===== config.mk =====
export PLATFORM = sky130hd
export DESIGN_NAME = processor
export DESIGN_NICKNAME = d
export VERILOG_FILES = /design/src/isa_pkg.sv /design/src/pipe_pkg.sv /design/src/proc_alu.sv /design/src/proc_fetch.sv /design/src/proc_decode.sv /design/src/proc_execute.sv /design/src/proc_mem_wb.sv /design/src/processor.sv
export VERILOG_INCLUDE_DIRS = /design/src
export SDC_FILE = /design/constraint.sdc
export NUM_CORES = 1
export LEC_CHECK = 0
export BUFFER_PORTS_ARGS = -buffer_cell sky130_fd_sc_hd__buf_2
export CAP_MARGIN = 20
export CELL_PAD_IN_SITES_DETAIL_PLACEMENT = 1
export CELL_PAD_IN_SITES_GLOBAL_PLACEMENT = 2
export CORE_ASPECT_RATIO = 0.7
export CORE_MARGIN = 2
export CORE_UTILIZATION = 30
export CTS_BUF_LIST = sky130_fd_sc_hd__clkbuf_4
export CTS_CLUSTER_SIZE = 8
export DETAILED_ROUTE_END_ITERATION = 6
export PLACE_DENSITY_LB_ADDON = 0.08
export SLEW_MARGIN = 20
export SYNTH_ARGS = -nofsm -noshare
export SYNTH_HDL_FRONTEND = slang
export SYNTH_SLANG_ARGS = --single-unit

===== constraint.sdc =====
create_clock -name clock -period 20.6 [get_ports clock]
set_clock_uncertainty 0.2 [all_clocks]
set_input_delay 3.09 -clock clock [delete_from_list [all_inputs] [get_ports clock]]
set_output_delay 3.09 -clock clock [all_outputs]
set_load 0.02 [all_outputs]

===== src/proc_config.svh =====
`ifndef PROC_CONFIG_SVH
`define PROC_CONFIG_SVH

// Data path and address width, memories are word addressed
`define PROC_XLEN 32

// Register index width, 32 architectural registers
`define PROC_REG_BITS 5

// Width of the opcode and ALU-operation fields
`define PROC_OP_BITS 5

// Return-address register written by jal
`define PROC_LINK_REG 5'd31

// First fetch address after reset
`define PROC_RESET_PC 32'h0000_0000

`endif


===== src/isa_pkg.sv =====
`include "proc_config.svh"

package isa_pkg;

    // Primary opcodes, insn[31:27]
    typedef enum logic [`PROC_OP_BITS-1:0] {
        op_rtype = 5'b00000,
        op_j     = 5'b00001,
        op_bne   = 5'b00010,
        op_jal   = 5'b00011,
        op_jr    = 5'b00100,
        op_addi  = 5'b00101,
        op_blt   = 5'b00110,
        op_sw    = 5'b00111,
        op_lw    = 5'b01000
    } opcode_e;

    // R-type function field, insn[6:2]
    typedef enum logic [`PROC_OP_BITS-1:0] {
        alu_add = 5'd0,
        alu_sub = 5'd1,
        alu_and = 5'd2,
        alu_or  = 5'd3,
        alu_sll = 5'd4,
        alu_sra = 5'd5
    } alu_op_e;

    // Immediate is bits 16:0, jump target is bits 26:0
    // All-zero word is add r0, r0, r0 and serves as the bubble
    typedef struct packed {
        opcode_e                   opcode;
        logic [`PROC_REG_BITS-1:0] rd;
        logic [`PROC_REG_BITS-1:0] rs;
        logic [`PROC_REG_BITS-1:0] rt;
        logic [4:0]                shamt;
        alu_op_e                   alu_op;
        logic [1:0]                spare;
    } insn_t;

    // Destination register, jal links through r31
    function automatic logic [`PROC_REG_BITS-1:0] dest_reg(insn_t insn);
        return (insn.opcode == op_jal) ? `PROC_LINK_REG : insn.rd;
    endfunction

    // True when the instruction commits a register write
    function automatic logic writes_reg(insn_t insn);
        logic kind;
        kind = insn.opcode inside {op_rtype, op_addi, op_lw, op_jal};
        return kind && (dest_reg(insn) != '0);
    endfunction

    // Second source index, branches, jr and sw name it in rd
    function automatic logic [`PROC_REG_BITS-1:0] src_b_reg(insn_t insn);
        if (insn.opcode inside {op_bne, op_blt, op_jr, op_sw}) begin
            return insn.rd;
        end
        return insn.rt;
    endfunction

endpackage


===== src/pipe_pkg.sv =====
`include "proc_config.svh"

package pipe_pkg;
    import isa_pkg::*;

    // Fetch to decode
    typedef struct packed {
        logic [`PROC_XLEN-1:0] pc;
        insn_t                 insn;
    } if_id_t;

    // Decode to execute, operands as read from the register file
    typedef struct packed {
        logic [`PROC_XLEN-1:0] pc;
        logic [`PROC_XLEN-1:0] a;
        logic [`PROC_XLEN-1:0] b;
        insn_t                 insn;
    } id_ex_t;

    // Execute to memory, b is the store data
    typedef struct packed {
        logic [`PROC_XLEN-1:0] result;
        logic [`PROC_XLEN-1:0] b;
        insn_t                 insn;
    } ex_mem_t;

    // Memory to writeback
    typedef struct packed {
        logic [`PROC_XLEN-1:0] result;
        logic [`PROC_XLEN-1:0] load_data;
        insn_t                 insn;
    } mem_wb_t;

    // Register-file write port
    typedef struct packed {
        logic                      en;
        logic [`PROC_REG_BITS-1:0] idx;
        logic [`PROC_XLEN-1:0]     data;
    } rf_write_t;

    // Data-memory request
    typedef struct packed {
        logic [`PROC_XLEN-1:0] addr;
        logic [`PROC_XLEN-1:0] data;
        logic                  wren;
    } dmem_req_t;

endpackage


===== src/proc_alu.sv =====
`include "proc_config.svh"

module proc_alu
    import isa_pkg::*;
(
    input  logic [`PROC_XLEN-1:0] a,
    input  logic [`PROC_XLEN-1:0] b,
    input  alu_op_e               op,
    input  logic [4:0]            shamt,
    output logic [`PROC_XLEN-1:0] result,
    output logic                  not_equal,
    output logic                  less_than
);

    logic [`PROC_XLEN-1:0] diff;
    logic                  ovf;

    // Flags always come from a - b, whatever op is selected
    assign diff = a - b;

    // Signed overflow of the subtraction
    assign ovf = (a[`PROC_XLEN-1] ^ b[`PROC_XLEN-1]) & (diff[`PROC_XLEN-1] ^ a[`PROC_XLEN-1]);

    assign not_equal = |diff;
    // Sign of the true difference
    assign less_than = diff[`PROC_XLEN-1] ^ ovf;

    always_comb begin
        case (op)
            alu_add: result = a + b;
            alu_sub: result = diff;
            alu_and: result = a & b;
            alu_or:  result = a | b;
            alu_sll: result = a << shamt;
            // Arithmetic shift keeps the sign
            alu_sra: result = $signed(a) >>> shamt;
            default: result = a + b;
        endcase
    end

endmodule


===== src/proc_fetch.sv =====
`include "proc_config.svh"

module proc_fetch
    import isa_pkg::*;
    import pipe_pkg::*;
(
    input  logic                  clock,
    input  logic                  arst_n,
    input  logic                  load_stall,
    input  logic                  redirect,
    input  logic [`PROC_XLEN-1:0] redirect_pc,
    output logic [`PROC_XLEN-1:0] pc,
    input  insn_t                 insn,
    output if_id_t                if_id
);

    // Program counter, redirect has priority over the load stall
    always_ff @(posedge clock or negedge arst_n) begin
        if (!arst_n) begin
            pc <= `PROC_RESET_PC;
        end else if (redirect) begin
            pc <= redirect_pc;
        end else if (!load_stall) begin
            pc <= pc + 32'd1;
        end
    end

    // Fetch/decode register
    // Wrong-path fetch turns into a bubble on redirect
    always_ff @(posedge clock or negedge arst_n) begin
        if (!arst_n) begin
            if_id <= '0;
        end else if (redirect) begin
            if_id <= '0;
        end else if (!load_stall) begin
            if_id <= '{pc: pc, insn: insn};
        end
    end

    // Stalled fetch must present the same address next cycle
    a_pc_hold: assert property (@(posedge clock) disable iff (!arst_n)
        load_stall && !redirect |=> pc == $past(pc));

endmodule


===== src/proc_decode.sv =====
`include "proc_config.svh"

module proc_decode
    import isa_pkg::*;
    import pipe_pkg::*;
(
    input  logic                      clock,
    input  logic                      arst_n,
    input  if_id_t                    if_id,
    input  logic                      redirect,
    output logic [`PROC_REG_BITS-1:0] read_a,
    output logic [`PROC_REG_BITS-1:0] read_b,
    input  logic [`PROC_XLEN-1:0]     data_a,
    input  logic [`PROC_XLEN-1:0]     data_b,
    output logic                      load_stall,
    output id_ex_t                    id_ex
);

    logic                      uses_a;
    logic                      uses_b;
    logic                      ex_is_load;
    logic [`PROC_REG_BITS-1:0] ex_dest;

    // Port a always addresses rs
    assign read_a = if_id.insn.rs;
    assign read_b = src_b_reg(if_id.insn);

    // Which ports carry a real dependency
    // sw store data is left out, it gets bypassed in the memory stage
    assign uses_a = if_id.insn.opcode inside {op_rtype, op_addi, op_lw, op_sw, op_bne, op_blt};
    assign uses_b = if_id.insn.opcode inside {op_rtype, op_bne, op_blt, op_jr};

    // Load sitting in execute
    assign ex_is_load = (id_ex.insn.opcode == op_lw) && (id_ex.insn.rd != '0);
    assign ex_dest    = id_ex.insn.rd;

    assign load_stall = ex_is_load &&
                        ((uses_a && (read_a == ex_dest)) || (uses_b && (read_b == ex_dest)));

    // Decode/execute register
    // Bubble goes in behind a load, or in place of a wrong-path instruction
    always_ff @(posedge clock or negedge arst_n) begin
        if (!arst_n) begin
            id_ex <= '0;
        end else if (redirect || load_stall) begin
            id_ex <= '0;
        end else begin
            id_ex <= '{pc: if_id.pc, a: data_a, b: data_b, insn: if_id.insn};
        end
    end

    // Stall only behind a lw and lasts exactly one cycle
    a_stall_one: assert property (@(posedge clock) disable iff (!arst_n)
        load_stall |-> (id_ex.insn.opcode == op_lw) ##1 !load_stall);

endmodule


===== src/proc_execute.sv =====
`include "proc_config.svh"

module proc_execute
    import isa_pkg::*;
    import pipe_pkg::*;
(
    input  logic                  clock,
    input  logic                  arst_n,
    input  id_ex_t                id_ex,
    input  ex_mem_t               mem_fwd,
    input  rf_write_t             wb_fwd,
    output logic                  redirect,
    output logic [`PROC_XLEN-1:0] redirect_pc,
    output ex_mem_t               ex_mem
);

    logic [`PROC_XLEN-1:0] insn_bits;
    logic [`PROC_XLEN-1:0] true_a;
    logic [`PROC_XLEN-1:0] true_b;
    logic [`PROC_XLEN-1:0] imm_ext;
    logic [`PROC_XLEN-1:0] jump_target;
    logic [`PROC_XLEN-1:0] pc_next;
    logic [`PROC_XLEN-1:0] alu_b;
    logic [`PROC_XLEN-1:0] alu_result;
    alu_op_e               alu_sel;
    logic                  use_imm;
    logic                  not_equal;
    logic                  less_than;

    // Operand bypass, memory stage first, then writeback, then register file
    function automatic logic [`PROC_XLEN-1:0] bypass(
        input logic [`PROC_REG_BITS-1:0] idx,
        input logic [`PROC_XLEN-1:0]     rf_val,
        input ex_mem_t                   mem_src,
        input rf_write_t                 wb_src
    );
        logic mem_hit;
        logic wb_hit;
        // A load in memory has no data yet, the load-use stall covers it
        mem_hit = writes_reg(mem_src.insn) && (mem_src.insn.opcode != op_lw) &&
                  (dest_reg(mem_src.insn) == idx);
        wb_hit  = wb_src.en && (wb_src.idx == idx);
        if (idx == '0) begin
            return rf_val;
        end else if (mem_hit) begin
            return mem_src.result;
        end else if (wb_hit) begin
            return wb_src.data;
        end
        return rf_val;
    endfunction

    assign insn_bits = id_ex.insn;
    assign true_a    = bypass(id_ex.insn.rs, id_ex.a, mem_fwd, wb_fwd);
    assign true_b    = bypass(src_b_reg(id_ex.insn), id_ex.b, mem_fwd, wb_fwd);

    // 17-bit immediate and 27-bit target, both sign extended
    assign imm_ext     = {{(`PROC_XLEN-17){insn_bits[16]}}, insn_bits[16:0]};
    assign jump_target = {{(`PROC_XLEN-27){insn_bits[26]}}, insn_bits[26:0]};
    assign pc_next     = id_ex.pc + 32'd1;

    // addi, lw and sw add the immediate to rs
    assign use_imm = id_ex.insn.opcode inside {op_addi, op_lw, op_sw};
    assign alu_b   = use_imm ? imm_ext : true_b;

    always_comb begin
        case (id_ex.insn.opcode)
            op_rtype:       alu_sel = id_ex.insn.alu_op;
            op_bne, op_blt: alu_sel = alu_sub;
            default:        alu_sel = alu_add;
        endcase
    end

    proc_alu i_alu (
        .a         (true_a),
        .b         (alu_b),
        .op        (alu_sel),
        .shamt     (id_ex.insn.shamt),
        .result    (alu_result),
        .not_equal (not_equal),
        .less_than (less_than)
    );

    // Branch resolution, a holds rs and b holds rd
    // blt takes when rd < rs, i.e. rs above rd
    always_comb begin
        redirect    = 1'b0;
        redirect_pc = pc_next + imm_ext;
        case (id_ex.insn.opcode)
            op_bne: redirect = not_equal;
            op_blt: redirect = not_equal && !less_than;
            op_j, op_jal: begin
                redirect    = 1'b1;
                redirect_pc = jump_target;
            end
            op_jr: begin
                redirect    = 1'b1;
                redirect_pc = true_b;
            end
            default: ;
        endcase
    end

    // Execute/memory register, jal carries its return address
    always_ff @(posedge clock or negedge arst_n) begin
        if (!arst_n) begin
            ex_mem <= '0;
        end else begin
            ex_mem.result <= (id_ex.insn.opcode == op_jal) ? pc_next : alu_result;
            ex_mem.b      <= true_b;
            ex_mem.insn   <= id_ex.insn;
        end
    end

endmodule


===== src/proc_mem_wb.sv =====
`include "proc_config.svh"

module proc_mem_wb
    import isa_pkg::*;
    import pipe_pkg::*;
(
    input  logic                  clock,
    input  logic                  arst_n,
    input  ex_mem_t               ex_mem,
    input  logic [`PROC_XLEN-1:0] q_dmem,
    output dmem_req_t             dmem_req,
    output rf_write_t             rf_write
);

    mem_wb_t mem_wb;
    logic    is_store;
    logic    store_fwd;

    // Address always comes from the ALU result
    assign is_store      = ex_mem.insn.opcode == op_sw;
    assign dmem_req.addr = ex_mem.result;
    assign dmem_req.wren = is_store;

    // A write still in writeback overrides the store data
    // This also covers a lw right ahead of the sw
    assign store_fwd     = is_store && rf_write.en && (rf_write.idx == ex_mem.insn.rd);
    assign dmem_req.data = store_fwd ? rf_write.data : ex_mem.b;

    // Memory/writeback register
    always_ff @(posedge clock or negedge arst_n) begin
        if (!arst_n) begin
            mem_wb <= '0;
        end else begin
            mem_wb <= '{result: ex_mem.result, load_data: q_dmem, insn: ex_mem.insn};
        end
    end

    // Writeback
    assign rf_write.en   = writes_reg(mem_wb.insn);
    assign rf_write.idx  = dest_reg(mem_wb.insn);
    assign rf_write.data = (mem_wb.insn.opcode == op_lw) ? mem_wb.load_data : mem_wb.result;

    a_no_r0: assert property (@(posedge clock) disable iff (!arst_n)
        rf_write.en |-> rf_write.idx != '0);

endmodule


===== src/processor.sv =====
`include "proc_config.svh"

module processor
    import pipe_pkg::*;
(
    input  logic                      clock,
    input  logic                      arst_n,
    output logic [`PROC_XLEN-1:0]     address_imem,
    input  isa_pkg::insn_t            q_imem,
    output dmem_req_t                 dmem_req,
    input  logic [`PROC_XLEN-1:0]     q_dmem,
    output logic [`PROC_REG_BITS-1:0] ctrl_read_reg_a,
    output logic [`PROC_REG_BITS-1:0] ctrl_read_reg_b,
    input  logic [`PROC_XLEN-1:0]     data_read_reg_a,
    input  logic [`PROC_XLEN-1:0]     data_read_reg_b,
    output rf_write_t                 rf_write
);

    if_id_t                if_id;
    id_ex_t                id_ex;
    ex_mem_t               ex_mem;
    logic                  load_stall;
    logic                  redirect;
    logic [`PROC_XLEN-1:0] redirect_pc;

    proc_fetch i_fetch (
        .clock       (clock),
        .arst_n      (arst_n),
        .load_stall  (load_stall),
        .redirect    (redirect),
        .redirect_pc (redirect_pc),
        .pc          (address_imem),
        .insn        (q_imem),
        .if_id       (if_id)
    );

    // Register-file reads happen in decode
    proc_decode i_decode (
        .clock      (clock),
        .arst_n     (arst_n),
        .if_id      (if_id),
        .redirect   (redirect),
        .read_a     (ctrl_read_reg_a),
        .read_b     (ctrl_read_reg_b),
        .data_a     (data_read_reg_a),
        .data_b     (data_read_reg_b),
        .load_stall (load_stall),
        .id_ex      (id_ex)
    );

    // Memory-stage bypass source is the execute/memory register itself
    proc_execute i_execute (
        .clock       (clock),
        .arst_n      (arst_n),
        .id_ex       (id_ex),
        .mem_fwd     (ex_mem),
        .wb_fwd      (rf_write),
        .redirect    (redirect),
        .redirect_pc (redirect_pc),
        .ex_mem      (ex_mem)
    );

    proc_mem_wb i_mem_wb (
        .clock    (clock),
        .arst_n   (arst_n),
        .ex_mem   (ex_mem),
        .q_dmem   (q_dmem),
        .dmem_req (dmem_req),
        .rf_write (rf_write)
    );

endmodule


==> reports/results.tsv, run 1 <==
metric	value	unit
worstPathRequired	21.25	ns
dieArea	93000	µm²
hold_viol	0	
cts_made_buffers	102	
clk_latency	1.04	ns
drtAntennaViolNets	0	
worst_hold_slack	0.213	ns
worst_pin_slew	1.21	ns
ys_ff_latch	372	
viasPerCell	5.66	
setup_tns	0	ns
synth_cell_type_count	95	
layout_commonest_cell	dfrtp_1	
postCtsSetupBuffers	0	
clock-sinks	372	
die_h	256	µm
firstDrtPassIters	7	
hold_class	reg -> reg	
routed-via-count	25900	
syn_inst	3044	
nets	3524	
grtUsageTotal	29.3	%
synth_ff_type	dfrtp_1	
period_needed	13.06	ns
max_stage_delay	0.73	ns
finalCritPeriodShare	63.4	%
syn_nets	3306	
fp.coreArea	89900	µm²
start_kind	flop	
drc_errors	22	
final_cell_mix	369 x dfrtp_1, 302 x nand2_1, 273 x buf_2	
start_util	30.2	%
drtIter0Drc	2357	
drive_above_1_share	22.0	%
synth_edf_count	0	
grt_max_degree	126	
crit_arrival	13.71	ns
synth.cell_area	27200	µm²
area_delta_synth_final	14.1	%
num_rows	92	
cts.clk_slew.worst_paths	0.07	ns
max_slew_margin	19.2	%
setup_viol	0	
cap_violations	0	
ctsResizeCount	0	
violations	DRC	
ys_seq_area_share	34.3	%
status	finished with violations	
clockBufferDepth	3	
place_congestion	0.921	
ys_warn_count	0	
cpMostUsedCell	buf_4	
critPathCaptureType	flop	
htreeDepth	3	
avgRoutedWirePerCell	30.3	µm
fp.dieW	364	µm
slew_violations	0	
ctsHoldBuffers	0	
io_buffers	274	
slowest_stage	buf_4	
critPathKind	reg -> reg	
grt_pass1_vias	26300	
cp_max_fo	86	
grt_remaining_overflow	0	
wl	139	mm
max_freq	76.6	MHz
dp_hpwl	108	mm
antenna_found_initial	21	
cts_root_buffer	clkbuf_4	
grt_pass1_wl	197	mm
synthArstFlopShare	100	%
avgSynthCellArea	8.93	µm²
io_pins	275	
rsz0062_at_grt	no	
cts_tree	built	
Yosys cell counts (17+ instances only):
cell / n / area, µm²
a31oi_1: 35 / 219
o31ai_1: 23 / 173
ha_1: 128 / 1600
o21a_1: 25 / 188
and2_1: 146 / 913
o221ai_1: 19 / 166
nand3_1: 61 / 305
dfrtp_1: 372 / 9310
o211ai_1: 20 / 150
a221oi_1: 39 / 342
inv_1: 149 / 559
buf_4: 40 / 300
nand2b_1: 17 / 106
o22ai_1: 21 / 131
a21oi_1: 190 / 951
mux4_2: 50 / 1130
nor2_1: 216 / 811
mux2_2: 106 / 1190
nand2_1: 304 / 1140
a211oi_1: 44 / 330
and3_1: 38 / 238
clkbuf_1: 147 / 552
nor3_1: 50 / 250
o21ai_0: 210 / 1050
xnor2_1: 89 / 780
mux2i_1: 87 / 871
a221o_1: 17 / 170
xor2_1: 41 / 359
a21o_1: 35 / 263
flip-flops by register name, indices dropped and copies added (netlist names):
name / count
i_decode.ex_dest: 5
i_decode.id_ex: 123
i_execute.ex_mem: 74
i_fetch.if_id: 64
i_fetch.pc: 32
i_mem_wb.mem_wb: 74
stage by stage:
step / setup slack, ns / util (%) / cells / area [µm²]
6_report: 7.54 / 34.5 / 4575 / 31000
4_1_cts: 7.54 / 34.5 / 4564 / 31000
3_3_place_gp: 8.00 / 32.9 / 4379 / 29600
3_5_place_dp: 7.63 / 33.0 / 4380 / 29600
2_1_floorplan: 11.09 / - / 3044 / 27200
5_1_grt: 6.64 / 34.5 / 4572 / 31000
critical path, delay by kind of cell, from the launching register on:
family	cells	cell delay [ns]
adders and majority gates	2	0.97
DFF	1	0.52
muxes	2	0.77
buffers and inverters	4	2.08
and+or+nand+nor	13	3.20
AOI/OAI and AO/OA	18	5.09
cells by family (layout without fill, tap and decap cells):
| logic type | after synthesis | count (layout) | share of synthesized area [%] |
|---|---|---|---|
| other | 0 | 11 | 0 |
| and+or+nand+nor | 941 | 941 | 16.7 |
| xor gates and xnor gates | 130 | 130 | 4.19 |
| DFF | 372 | 372 | 34.3 |
| AOI/OAI and AO/OA | 839 | 839 | 20.6 |
| buffers and inverters | 381 | 679 | 6.10 |
| muxes | 247 | 247 | 11.9 |
| adders and majority gates | 134 | 134 | 6.26 |
routing by layer:
metal  wire length, µm  GRT usage [%]  up-vias
met5                47              0        -
met4              3070           7.11        8
met3             12500           8.64      152
met2             55700           40.7      985
met1             67200           43.8    13300
li1                  -              -    11500
worst paths after layout:
| path | slack (ns) | startpoint | endpoint | cells past startpoint |
|---|---|---|---|---|
| max | 7.54 | i_decode.id_ex[28] | i_fetch.pc[22] | 39 |
| max in group asynchronous | 15.99 | arst_n | i_execute.ex_mem[74] | 3 |
| min | 0.21 | i_execute.ex_mem[87] | i_mem_wb.mem_wb[87] | 0 |
| min in group asynchronous | 1.99 | arst_n | i_fetch.if_id[4] | 1 |
| min reg2reg | 0.21 | i_execute.ex_mem[87] | i_mem_wb.mem_wb[87] | 0 |
| max reg2reg | 7.54 | i_decode.id_ex[28] | i_fetch.pc[22] | 39 |
area by class of cell:
class,count,area (µm²)
Fill cell,10500,58900
Antenna cell,11,27.5
Inverter,152,571
Multi-Input combinational cell,2291,16300
Clock buffer,158,1190
Sequential cell,372,9320
Clock inverter,26,174
Timing Repair Buffer,343,1920
Tap cell,1222,1530
Power of run 1 is left out: the tool's default activity adds up to more than one toggle a clock period on the data nets, which glitch-free logic cannot reach.
==> inputs of run 2 (changes only) <==
- clock period: 20.6 -> 12.5 ns (I/O delays scaled with it)
==> run 2 against run 1 <==
Against the previous run:
- the flow now finishes without violations
- sequential share of layout area is 0.17 points lower
- routed wire length is 0.66% lower
- non-clock buffer count is 27 higher
- first-iteration DRC count is 2.3% lower
- via count is 0.53% higher
- setup slack worse by 6.8 ns
- final area is 0.56% higher
- core utilization is 0.19 points higher
- global-route usage is 0.10 points lower
- critical path depth stayed put
- register-to-register slack worse by 6.8 ns
- worst hold slack better by 0.0024 ns
- critical endpoint is now i_fetch.pc[7]
- largest cell class unchanged
- highest routed layer unchanged
==> reports/results.tsv, run 2 (synthesized netlist as in run 1, its figures left out) <==
metric	value	unit
viasPerCell	5.67	
largestRegisters	i_decode.id_ex x123, i_execute.ex_mem x74, i_mem_wb.mem_wb x74	
cts_tree	built	
cts_made_buffers	99	
final_cell_mix	369 x dfrtp_1, 302 x nand2_1, 273 x buf_2	
clk_latency	0.96	ns
htreeDepth	3	
routed-via-count	26000	
clock-sinks	372	
postCtsSetupBuffers	0	
drive_above_1_share	22.6	%
slew_violations	0	
cap_violations	0	
crit_arrival	12.26	ns
finalCritPeriodShare	93.7	%
worst_pin_slew	1.11	ns
cts_root_buffer	clkbuf_4	
start_util	30.2	%
start_kind	flop	
area_delta_synth_final	14.8	%
hold_viol	0	
largest_register_ffs	123	
cp_max_fo	59	
setup_viol	0	
slowest_stage	fa_1	
drtIter0Drc	2302	
grt_pass1_vias	26700	
dieArea	93000	µm²
grt_remaining_overflow	0	
cts.clk_slew.worst_paths	0.07	ns
ctsHoldBuffers	0	
grtUsageTotal	29.2	%
max_stage_delay	0.65	ns
layout_commonest_cell	dfrtp_1	
critPathCaptureType	flop	
drt-met1-wl	68.1	mm
hold_class	reg -> reg	
nets	3548	
num_rows	92	
worst-path-buf-inv	4	
wl_met2	56.3	mm
dp_hpwl	108	mm
top_layer	met5	
crit_family	compound AO/OA/AOI/OAI gates	
die_h	256	µm
fp.dieW	364	µm
critPathKind	reg -> reg	
io_pins	275	
avgRoutedWirePerCell	30.0	µm
ctsResizeCount	0	
grt_pass1_wl	198	mm
clockBufferDepth	3	
drtAntennaViolNets	0	
finalCoreUtilization	34.7	%
place_congestion	0.905	
max_freq	85.4	MHz
antenna_found_initial	18	
period_needed	11.71	ns
rsz0062_at_grt	no	
setup_tns	0	ns
max_slew_margin	25.7	%
fp.coreArea	89900	µm²
largest-register	i_decode.id_ex	
firstDrtPassIters	7	
grt_max_degree	139	
wl	138	mm
wl_met3	10.6	mm
io_buffers	274	
worstPathRequired	13.05	ns
drc_errors	0	
status	complete, no violations	
==> run 2: cell types whose count changed in the layout (fill, tap and decap cells not counted), sizes merged <==
cell / previous run / this run
buf: 343 / 370
clkbuf: 158 / 149
clkinv: 23 / 17
bufinv: 2 / 1
inv: 153 / 154
==> run 2: layout make-up <==
cell class                 count  area, µm²
timing repair buffer         370       2180
sequential                   372       9320
clock buffer                 149       1120
fill                       10600      58700
tap                         1222       1530
clock inverter                20        128
inverter                     152        571
antenna                       11       27.5
multi-input combinational   2291      16300
==> run 2: metrics by stage <==
stage | hold slack (ns) | cells | instance area, µm² | setup slack, ns
CTS | 0.227 | 4575 | 31100 | 0.945
floorplan | 0.152 | 3044 | 27200 | 2.99
global route | 0.225 | 4582 | 31200 | 0.0512
finish | 0.215 | 4587 | 31200 | 0.786
global placement | 0.205 | 4406 | 29900 | 1.28
detailed placement | 0.230 | 4406 | 29900 | 1.02
==> run 2: worst register-to-register path: cells and delay by family (launching register included) <==
kind	cells	cell delay [ns]
muxes	2	0.75
AOI/OAI and AO/OA	18	4.81
DFF	1	0.48
adders and majority gates	2	0.99
and+or+nand+nor	13	3.31
buffers and inverters	4	0.98
==> run 2: final timing paths <==
path / start / endpoint / slack, ns / depth (start not counted)
min in group asynchronous: arst_n / i_fetch.if_id[4] / 0.78 / 1
max in group asynchronous: arst_n / i_decode.id_ex[75] / 9.04 / 3
hold / removal: i_execute.ex_mem[31] / i_mem_wb.mem_wb[31] / 0.21 / 0
setup reg to reg: i_decode.id_ex[28] / i_fetch.pc[7] / 0.79 / 39
hold reg to reg: i_execute.ex_mem[31] / i_mem_wb.mem_wb[31] / 0.21 / 0
setup / recovery: i_decode.id_ex[28] / i_fetch.pc[7] / 0.79 / 39
==> run 2: metal layers <==
layer	up-vias	GRT usage, %
met4	4	6.05
met3	143	5.95
met2	949	41.6
met5	-	0
met1	13400	44.9
li1	11500	-
Power of run 2 is left out for the same reason.
